`src/common/pkt_buf_pkg.sv`:
```
`default_nettype none

// Sizes of one packet buffer and of the bundles that reach it
package pkt_buf_pkg;

	// Word address inside one buffer
	localparam int ADDR_WIDTH = 10;
	// Buffer word, also the stream word
	localparam int DATA_WIDTH = 64;
	// Byte count carried with each written word
	localparam int INC_WIDTH = 8;
	// Accumulated packet length in bytes
	localparam int PLEN_WIDTH = 32;
	localparam int BYTES_PER_WORD = 8;
	// Ping, pang and pong
	localparam int NUM_BUFS = 3;

	// Request toward a buffer: {addr, wr_data, wr_en, bytes_inc, rd_en}
	localparam int REQ_WIDTH = ADDR_WIDTH + DATA_WIDTH + 1 + INC_WIDTH + 1;
	// Response from a buffer: {rd_data, packet_len, has_buf}
	localparam int RSP_WIDTH = DATA_WIDTH + PLEN_WIDTH + 1;

endpackage

`default_nettype wire

```
`src/common/buf_ctl_pkg.sv`:
```
`default_nettype none

// Buffer ownership and CPU verdict encodings
package buf_ctl_pkg;

	// Holder of one buffer, same order as the crossbar inputs
	typedef enum logic [1:0] {
		NONE  = 2'd0,
		SNOOP = 2'd1,
		CPU   = 2'd2,
		FWD   = 2'd3
	} buf_owner_t;

	// Buffer seen from an agent, zero when it holds nothing
	typedef enum logic [1:0] {
		NO_BUF = 2'd0,
		PING   = 2'd1,
		PANG   = 2'd2,
		PONG   = 2'd3
	} buf_id_t;

	typedef enum logic {DROP = 1'b0, FORWARD = 1'b1} verdict_t;

endpackage

`default_nettype wire

```
`src/common/buf_port_if.sv`:
```
`timescale 1ns/100ps
`default_nettype none

// One access path between an agent and a packet buffer
interface buf_port_if;
	import pkt_buf_pkg::*;

	// Requests from the agent side
	logic [ADDR_WIDTH-1:0] addr;
	logic [DATA_WIDTH-1:0] wr_data;
	logic wr_en;
	logic [INC_WIDTH-1:0] bytes_inc;
	logic rd_en;

	// Responses from the buffer side
	logic [DATA_WIDTH-1:0] rd_data;
	logic [PLEN_WIDTH-1:0] packet_len;
	// High while a buffer is attached to this path
	logic has_buf;

	modport agent (
		output addr, wr_data, wr_en, bytes_inc, rd_en,
		input rd_data, packet_len, has_buf
	);

	modport buffer (
		input addr, wr_data, wr_en, bytes_inc, rd_en,
		output rd_data, packet_len, has_buf
	);

endinterface

`default_nettype wire

```
`src/hw/cpu_wb.sv`:
```
`timescale 1ns/100ps
`default_nettype none

module cpu_wb (
	input logic clk,
	input logic rst,
	input logic wb_cyc,
	input logic wb_stb,
	input logic wb_we,
	input logic [11:0] wb_adr,
	input logic [31:0] wb_dat_w,
	output logic [31:0] wb_dat_r,
	output logic wb_ack,
	output logic cpu_release,
	output buf_ctl_pkg::verdict_t cpu_verdict,
	buf_port_if.agent port
);
	import pkt_buf_pkg::*;
	import buf_ctl_pkg::*;

	// New cycle not yet being served
	logic req;
	logic buf_rd;
	logic is_release;
	logic rd_wait;
	logic rd_hi;

	assign req = wb_cyc && wb_stb && !wb_ack && !rd_wait;
	// Bit 11 clear selects buffer words
	assign buf_rd = req && !wb_we && !wb_adr[11];
	assign is_release = req && wb_we && wb_adr == 12'h802;

	// Word index sits above the half select bit
	assign port.addr = wb_adr[ADDR_WIDTH:1];
	assign port.rd_en = buf_rd;
	assign port.wr_en = 1'b0;
	assign port.wr_data = '0;
	assign port.bytes_inc = '0;

	always_ff @(posedge clk) begin
		if (rst) begin
			wb_ack <= 1'b0;
			rd_wait <= 1'b0;
			cpu_release <= 1'b0;
		end else begin
			wb_ack <= 1'b0;
			cpu_release <= 1'b0;
			if (rd_wait) begin
				// Buffer data arrived, ack two cycles after stb
				rd_wait <= 1'b0;
				wb_ack <= 1'b1;
			end else if (buf_rd) begin
				rd_wait <= 1'b1;
			end else if (req) begin
				wb_ack <= 1'b1;
				// A release without a buffer is ignored
				cpu_release <= is_release && port.has_buf;
			end
		end
	end

	always_ff @(posedge clk) begin
		if (buf_rd) begin
			rd_hi <= wb_adr[0];
		end
		if (rd_wait) begin
			wb_dat_r <= rd_hi ? port.rd_data[DATA_WIDTH-1 -: 32] : port.rd_data[31:0];
		end else if (req && !wb_we) begin
			case (wb_adr)
				12'h800: wb_dat_r <= port.packet_len;
				12'h801: wb_dat_r <= {31'b0, port.has_buf};
				default: wb_dat_r <= '0;
			endcase
		end
		if (is_release) begin
			cpu_verdict <= verdict_t'(wb_dat_w[0]);
		end
	end

endmodule

`default_nettype wire

```
`src/flat_wrapper.sv`:
```
// flat-port wrapper written by rule: the top's interface ports become plain ports
module cpu_wb_flat import pkt_buf_pkg::*; import buf_ctl_pkg::*;
  (clk, rst, wb_cyc, wb_stb, wb_we, wb_adr, wb_dat_w, wb_dat_r, wb_ack, cpu_release, cpu_verdict, port_addr, port_wr_data, port_wr_en, port_bytes_inc, port_rd_en, port_rd_data, port_packet_len, port_has_buf);
  buf_port_if port_i ();
  input logic clk;
  input logic rst;
  input logic wb_cyc;
  input logic wb_stb;
  input logic wb_we;
  input logic [11:0] wb_adr;
  input logic [31:0] wb_dat_w;
  output logic [31:0] wb_dat_r;
  output logic wb_ack;
  output logic cpu_release;
  output buf_ctl_pkg::verdict_t cpu_verdict;
  output wire logic [$bits(port_i.addr)-1:0] port_addr;
  output wire logic [$bits(port_i.wr_data)-1:0] port_wr_data;
  output wire logic [$bits(port_i.wr_en)-1:0] port_wr_en;
  output wire logic [$bits(port_i.bytes_inc)-1:0] port_bytes_inc;
  output wire logic [$bits(port_i.rd_en)-1:0] port_rd_en;
  input wire logic [$bits(port_i.rd_data)-1:0] port_rd_data;
  input wire logic [$bits(port_i.packet_len)-1:0] port_packet_len;
  input wire logic [$bits(port_i.has_buf)-1:0] port_has_buf;
  assign port_addr = port_i.addr;
  assign port_wr_data = port_i.wr_data;
  assign port_wr_en = port_i.wr_en;
  assign port_bytes_inc = port_i.bytes_inc;
  assign port_rd_en = port_i.rd_en;
  assign port_i.rd_data = port_rd_data;
  assign port_i.packet_len = port_packet_len;
  assign port_i.has_buf = port_has_buf;
  cpu_wb u_core (.clk(clk), .rst(rst), .wb_cyc(wb_cyc), .wb_stb(wb_stb), .wb_we(wb_we), .wb_adr(wb_adr), .wb_dat_w(wb_dat_w), .wb_dat_r(wb_dat_r), .wb_ack(wb_ack), .cpu_release(cpu_release), .cpu_verdict(cpu_verdict), .port(port_i));
endmodule
```
`config.mk`:
```
export PLATFORM = sky130hd
export DESIGN_NAME = cpu_wb_flat
export DESIGN_NICKNAME = d
export VERILOG_FILES = /design/src/common/pkt_buf_pkg.sv /design/src/common/buf_ctl_pkg.sv /design/src/common/buf_port_if.sv /design/src/hw/cpu_wb.sv /design/src/flat_wrapper.sv
export SDC_FILE = /design/constraint.sdc
export NUM_CORES = 1
export LEC_CHECK = 0
export ABC_AREA = 1
export BUFFER_PORTS_ARGS = -buffer_cell sky130_fd_sc_hd__clkbuf_2
export CAP_MARGIN = 20
export CORE_AREA = 2 2 104 106
export DETAILED_ROUTE_END_ITERATION = 12
export DIE_AREA = 0 0 106 108
export MAX_ROUTING_LAYER = met4
export PLACE_DENSITY_LB_ADDON = 0.25
export SLEW_MARGIN = 10
export SYNTH_ARGS = -nofsm -noshare
export SYNTH_HDL_FRONTEND = slang
export SYNTH_SLANG_ARGS = --single-unit
```
`constraint.sdc`:
```
create_clock -name clk -period 2.9 [get_ports clk]
set_clock_uncertainty 0.2 [all_clocks]
set_input_delay 0.435 -clock clk [delete_from_list [all_inputs] [get_ports clk]]
set_output_delay 0.435 -clock clk [all_outputs]
set_load 0.03 [all_outputs]
```
==> flow_summary_export.csv, run 1 <==
group,metric,value,unit
drt,antenna_violating_nets_post_route,0,
global_route,grt_pass1_vias,2517,
floorplan,row_count,37,
global_route,met1_usage,15.59,%
timing,final_critical_path_setup_slack,0.8577,ns
timing,relSlewSlack,64.20,%
setup_path,crit_chain,"buf_4 -> inv_1 -> buf_8 -> nor2_1 -> nor2_1 -> o21ai_0 -> nand2_1",
pwr,seq_pwr_share,46.8,%
floorplan,io-pin-count,265,
setup_path,critPathCapture,"u_core.wb_dat_r[5]",
setup_path,critPathMaxFanout,33,
synth,synth.avg_cell_area,7.296,um^2
setup_path,cpPeakStageDelay,0.34,ns
setup_path,path_delay_family,"buffers and inverters",
clock_tree,clock_insertion_delay_worst_skew,0.28,ns
placement,dp_worst_setup_slack,0.6809,ns
drt,via_per_inst,4.084,
clock_tree,cts_max_level,2,
global_route,globalRoute.busiestLayer,"met2",
run,maxCapViolations,0,
floorplan,fp.dieW,106,um
clock_tree,post_cts_resize_count,0,
setup_path,crit_slowest_cell,"inv_1",
setup_path,crit_arrival,1.88,ns
synth,register_bit_total_from_synthesis,37,
hold_path,hold_path_class,"in -> reg",
placement,dp.final_hpwl,6197,um
cells_and_area,final_core_density,34.82,%
setup_path,crit_start,"u_core.rd_hi",
timing,post-route-period-util,70.42,%
setup_path,critical_path_class,"reg -> reg",
pwr,maximum_vdd_ir_drop,164.2,uV
pwr,clock_power_share,27.5,%
global_route,pin_count_of_the_biggest_net_entering_global_routing,43,
cells_and_area,fillers,1123,
pwr,switching_power,429.5,uW
floorplan,core_area,0.01023,mm^2
synth,synth_cell_types,21,
pwr,power_switching_share,33.75,%
drt,detail_route.wirelength,8162,um
clock_tree,tritoncts.num_buffers,5,
clock_tree,worst_setup_hold_path_clk_slew,0.07,ns
cells_and_area,design.final.nets,691,
setup_path,worstPathBufferInverterCount,3,
clock_tree,cts.hold.buffers_added,0,
cells_and_area,final_layout_size_suffix_gt1_share,32.97,%
setup_path,cp.required,2.74,ns
global_route,groute.layer.met2.usage,24.10,%
clock_tree,cts-root-to-sink-buffers,2,
timing,slew_at_the_pin_with_the_worst_max_slew_slack,0.5364,ns
pwr,p_int,842.9,uW
global_route,use_met3,3.255,%
synth,yosysTopAreaCellShare,34.72,%
synth,synth_cells,403,
timing,unrepaired_setup_endpoints_after_global_routing,"no",
timing,hold_viol_final,0,
synth,synth.yosys.seq_area_share,36.77,%
pwr,power.share.combinational,25.7,%
synth,yosys.area.top_type,"edfxtp_1",
global_route,grt_first_pass_wirelength,11980,um
cells_and_area,num_antenna_cells,0,
setup_path,rr_startpoint,"u_core.rd_hi",
setup_path,timing.rr.end,"u_core.wb_dat_r[5]",
timing,setup_viol,0,
setup_path,timing.critical_path.to_type,"flip-flop",
placement,gp_congestion,0.7817,
timing,final-max-slew-violation-count,0,
clock_tree,cts_setup_buffers,0,
clock_tree,cts_sinks,37,
outcome,status,"finished, final reports clean",
setup_path,start_kind,"flip-flop",
drt,drcViolationCount,0,
synth,synth-warning-count,0,
timing,fin_tns_setup,0,ns
setup_path,reg2reg_setup_slack,0.86,ns
pwr,leakage_power,0.002121,uW
timing,whs,0.1122,ns
placement,buffer_ports.inserted,160,
drt,detail_route.first_pass.iterations,4,
synth,syn-cell-area,0.002940,mm^2
global_route,grt.overflow.total,0,
drt,drtIter0Drc,170,
global_route,antenna_found_initial,0,
cells_and_area,flow.area_growth_from_synthesis,21.15,%
setup_path,reg2reg_depth,7,
floorplan,die_h,108,um
timing,layout_min_cycle_time,2.042,ns
floorplan,design.die.area,0.01145,mm^2
synth,post_synth_main_area_contributors,"edfxtp_1, buf_4, nor2_1",
floorplan,initial_utilization,28.74,%
drt,detailroute.via_count,2785,
pwr,power-per-cell-area,357.2,mW/mm^2
setup_path,worstSetupPathDepth,7,
setup_path,cpMostUsedCell,"nor2_1",
timing,achievable-frequency,489.7,MHz
clock_tree,clock_tree_from_tritoncts,"built",
pwr,p_total,1272,uW
global_route,track_usage,13.69,%
drt,average_routed_wire_per_standard_cell,11.97,um
clock_tree,ctsRootBufferMaster,"clkbuf_8",
## state kept, by name (all words and copies together) (netlist names)
| signal | flops |
|---|---|
| u_core.wb_dat_r | 32 |
| u_core.cpu_release | 1 |
| u_core.cpu_verdict | 1 |
| u_core.rd_hi | 1 |
| u_core.rd_wait | 1 |
| u_core.wb_ack | 1 |
## cell type report
| type | count | area, um^2 | share of cell area (%) |
|---|---|---|---|
| timing repair buffer | 165 | 845.8 | 23.74 |
| multi-input combinational | 294 | 1225 | 34.39 |
| tap | 136 | 170.2 | 4.777 |
| clock inverter | 2 | 10.01 | 0.2810 |
| clock buffer | 6 | 72.57 | 2.037 |
| inverter | 42 | 157.7 | 4.426 |
| sequential | 37 | 1081 | 30.35 |
## how the worst min path moves through the flow
stage,from,end,slack (ns),depth (start not counted)
final,rst,u_core.wb_ack,0.11,2
after global routing,rst,u_core.wb_ack,0.11,2
after CTS,rst,u_core.wb_ack,0.10,2
after detailed placement,rst,u_core.wb_ack,0.42,2
after global placement,u_core.wb_ack,u_core.wb_ack,0.40,3
after floorplan,rst,u_core.wb_ack,0.30,1
## layout by cell type (no fill, tap or decap)
master    Yosys  layout
o211ai_1      1       1
a21oi_1       1       1
edfxtp_1     34      34
nand2_2       1       1
o21ai_0      32      32
clkbuf_1      3       1
nor2_2        4       4
clkinv_2      0       2
dfxtp_1       3       3
nor2_8        1       1
nor3_1        1       1
clkbuf_2      0     160
nor2_1      101     101
inv_2         1       2
inv_1        41      40
buf_8         0       1
nand2_1      42      42
buf_4        85       4
clkbuf_8      0       5
nand3_1      37      37
conb_1        1      73
## power by group through the flow
stage	clock network [uW]	registers (uW)	logic [uW]
after floorplan	0	630	279
after global placement	0	607	325
after detailed placement	0	608	325
after CTS	371	596	326
after global routing	389	597	352
final	350	596	326
## metrics by stage
step | area [um^2] | cells
2_1_floorplan | 3211 | 475
3_3_place_gp | 3465 | 673
3_5_place_dp | 3465 | 673
4_1_cts | 3547 | 681
5_1_grt | 3562 | 682
6_report | 3562 | 682
## logic make-up after synthesis
kind of cell	after synthesis	share of synthesized area [%]
other	1	0.1275
flip-flops	37	36.77
AND/OR/NAND/NOR	187	26.47
buffers and inverters	144	30.77
AO/OA/AOI/OAI	34	5.872
## per-layer routing
layer  routed length, um  up-vias
li1                    -     1382
met3                 750        7
met4                  80        0
met5                   0        -
met2                3944      158
met1                3386     1238
## synthesized netlist by cell type
master    instances
nor2_1          101
buf_4            85
nand2_1          42
inv_1            41
nand3_1          37
edfxtp_1         34
o21ai_0          32
buf_2             6
buf_6             4
nor2_2            4
clkbuf_1          3
dfxtp_1           3
buf_1             2
clkbuf_4          2
a21oi_1           1
conb_1            1
inv_2             1
nand2_2           1
nor2_8            1
nor3_1            1
o211ai_1          1
No activity file was read; power rests on OpenSTA's default activity.
==> run 2, diff against run 1 <==
--- a/config.mk
+++ b/config.mk
@@ -5,12 +5,12 @@
 export SDC_FILE = /design/constraint.sdc
 export NUM_CORES = 1
 export LEC_CHECK = 0
-export ABC_AREA = 1
+export ABC_AREA = 0
 export BUFFER_PORTS_ARGS = -buffer_cell sky130_fd_sc_hd__clkbuf_2
 export CAP_MARGIN = 20
-export CORE_AREA = 2 2 104 106
+export CORE_AREA = 2 2 102 104
 export DETAILED_ROUTE_END_ITERATION = 12
-export DIE_AREA = 0 0 106 108
+export DIE_AREA = 0 0 104 106
 export MAX_ROUTING_LAYER = met4
 export PLACE_DENSITY_LB_ADDON = 0.25
 export SLEW_MARGIN = 10
==> constraint.sdc (replaced) <==
create_clock -name clk -period 2.1 [get_ports clk]
set_clock_uncertainty 0.2 [all_clocks]
set_input_delay 0.315 -clock clk [delete_from_list [all_inputs] [get_ports clk]]
set_output_delay 0.315 -clock clk [all_outputs]
set_load 0.03 [all_outputs]
==> run 2 against run 1 <==
Compared with the run above: wire length is 11% lower; cell area decreased by 3.1%; area after synthesis fell by 8.4%; core utilization fell by 0.31 points; register-to-register slack got worse by 0.41 ns; count of clock-buffer cells in the layout is 1 lower; critical path depth is 4 lower; non-clock buffer count is 4 higher; global-route usage down 0.97 points; combinational power rose by 49%; worst setup slack worse by 0.72 ns; synthesized cell count fell by 36%; largest power group unchanged; highest routed layer unchanged.
==> flow_summary_export.csv, run 2 <==
group,metric,value,unit
setup_path,cp.required,1.58,ns
synth,register_bit_total_from_synthesis,37,
cells_and_area,fillers,1046,
synth,synth.avg_cell_area,10.48,um^2
clock_tree,ctsRootBufferMaster,"clkbuf_8",
timing,final-max-slew-violation-count,0,
timing,final_critical_path_setup_slack,0.1427,ns
synth,yosysTopAreaCellShare,37.92,%
cells_and_area,largest_register_ff_count,32,
timing,post-route-period-util,93.21,%
drt,antenna_violating_nets_post_route,0,
global_route,grt.overflow.total,0,
synth,synth-warning-count,0,
clock_tree,cts.hold.buffers_added,0,
drt,average_routed_wire_per_standard_cell,13.41,um
pwr,power-per-cell-area,560.6,mW/mm^2
timing,layout_min_cycle_time,1.957,ns
setup_path,timing.critical_path.to_type,"output pin",
global_route,grt_first_pass_wirelength,10860,um
global_route,pin_count_of_the_biggest_net_entering_global_routing,52,
outcome,status,"finished, final reports clean",
floorplan,design.die.area,0.01102,mm^2
timing,fin_tns_setup,0,ns
clock_tree,tritoncts.num_buffers,5,
floorplan,io-pin-count,265,
hold_path,hold_path_class,"in -> reg",
synth,synth_most_common_cell,"buf_4",
clock_tree,clock_tree_from_tritoncts,"built",
setup_path,path_delay_family,"simple AND/OR/NAND/NOR gates",
clock_tree,worst_setup_hold_path_clk_slew,0.07,ns
synth,async_flop_share,0,%
synth,synth_cell_types,27,
global_route,track_usage,12.72,%
drt,via_per_inst,4.263,
clock_tree,cts-root-to-sink-buffers,2,
placement,dp_worst_setup_slack,0.2736,ns
setup_path,start_kind,"flip-flop",
cells_and_area,register_area,0.001081,mm^2
clock_tree,cts_setup_buffers,0,
cells_and_area,num_antenna_cells,0,
setup_path,critical_path_class,"reg -> out",
global_route,antenna_found_initial,0,
setup_path,crit_chain,"nand4bb_1 -> nor3_2 -> clkbuf_2",
drt,drtIter0Drc,81,
synth,syn-cell-area,0.002693,mm^2
drt,detail_route.wirelength,7227,um
synth,synth-edff-count,34,
cells_and_area,max_flop_register,"u_core.wb_dat_r",
setup_path,crit_arrival,1.44,ns
floorplan,die_h,106,um
cells_and_area,multi_input_area,0.001167,mm^2
setup_path,crit_slowest_cell,"dfxtp_1",
cells_and_area,design.final.nets,548,
placement,gp_congestion,0.7628,
timing,achievable-frequency,510.9,MHz
setup_path,critPathMaxFanout,5,
global_route,grt_pass1_vias,2108,
setup_path,cpPeakStageDelay,0.36,ns
timing,setup_viol,0,
drt,detail_route.first_pass.iterations,4,
clock_tree,cts_sinks,37,
cells_and_area,mostFrequentLayoutCells,"clkbuf_2, conb_1, edfxtp_1, mux2i_1, nand4_1",
floorplan,row_count,37,
cells_and_area,final_layout_size_suffix_gt1_share,45.41,%
drt,drcViolationCount,0,
synth,post_synth_main_area_contributors,"edfxtp_1, buf_4, mux2i_1",
synth,synth.yosys.seq_area_share,40.15,%
floorplan,fp.dieW,104,um
timing,hold_viol_final,0,
synth,synthFlopType,"edfxtp_1",
synth,synth_cells,257,
placement,buffer_ports.inserted,160,
clock_tree,cts_max_level,2,
floorplan,core_area,0.01000,mm^2
run,maxCapViolations,0,
placement,dp.final_hpwl,5506,um
drt,detailroute.via_count,2298,
clock_tree,clock_insertion_delay_worst_skew,0.28,ns
pwr,leakage_power,0.001628,uW
floorplan,initial_utilization,26.93,%
pwr,maximum_vdd_ir_drop,305.0,uV
synth,yosys.area.top_type,"edfxtp_1",
cells_and_area,layout_commonest_cell,"clkbuf_2",
synth,yosys-top-cells-count,"buf_4, edfxtp_1, mux2i_1, nand4_1, o22ai_1",
cells_and_area,flow.area_growth_from_synthesis,28.16,%
setup_path,worstPathBufferInverterCount,1,
[run 2: where the power goes]
| group | internal (uW) | leakage, uW | switching, uW | total (uW) |
|---|---|---|---|---|
| Clock | 350 | 0.0000518 | 269 | 618 |
| Sequential | 823 | 0.000345 | 6.81 | 830 |
| Combinational | 135 | 0.00123 | 351 | 487 |
[run 2: routing by layer]
| layer | up-vias | global-route usage, % | wire [um] |
|---|---|---|---|
| met5 | - | - | 0 |
| met4 | 0 | 3.668 | 80 |
| met3 | 9 | 3.433 | 773 |
| met2 | 166 | 21.10 | 3399 |
| met1 | 1014 | 15.27 | 2973 |
| li1 | 1109 | - | - |
[run 2: metrics by stage]
stage	instance area (um^2)	hold slack [ns]	std cells	utilization [%]	total power, uW
CTS	3446	0.002167	539	34.46	1961
finish	3451	0.01625	539	34.51	1935
floorplan	2974	0.1841	329	-	1278
global route	3451	0.004244	539	34.51	2017
detailed placement	3336	0.3106	531	33.36	1333
global placement	3336	0.2987	531	33.36	1330
[run 2: kinds of logic after synthesis]
group / count (synthesis) / synth area share [%]
buf+inv: 104 / 27.23
simple gates: 47 / 12.13
flops: 37 / 40.15
compound gates: 35 / 8.086
mux: 33 / 12.27
other cells: 1 / 0.1393
[run 2: layout make-up]
cell class / count / share of cell area [%]
inverters: 1 / 0.1088
clock inverters: 3 / 1.197
repair buffers: 169 / 26.61
clock buffers: 5 / 1.994
well taps: 136 / 4.931
multi-input cells: 188 / 33.83
flip-flops and latches: 37 / 31.33
[run 2: final timing paths]
check	depth (start not counted)	slack [ns]	from	endpoint
setup / recovery	3	0.14	u_core.rd_wait	port_rd_en
hold / removal	2	0.02	rst	u_core.wb_ack
setup reg to reg	3	0.45	u_core.rd_hi	u_core.wb_dat_r[0]
hold reg to reg	1	0.33	u_core.rd_wait	u_core.cpu_release
[run 2: repair_timing]
action / 4_1_cts / 5_1_grt
hold endpoints to repair: 0 / 0
resized for setup: 0 / 1
endpoints found under the setup margin: 0 / 1
[run 2: worst reg2reg max path, cell delays in order (launching register included)]
cell and delay (ns):
edfxtp_1 0.43, buf_12 0.25, mux2i_1 0.35, o32ai_1 0.15
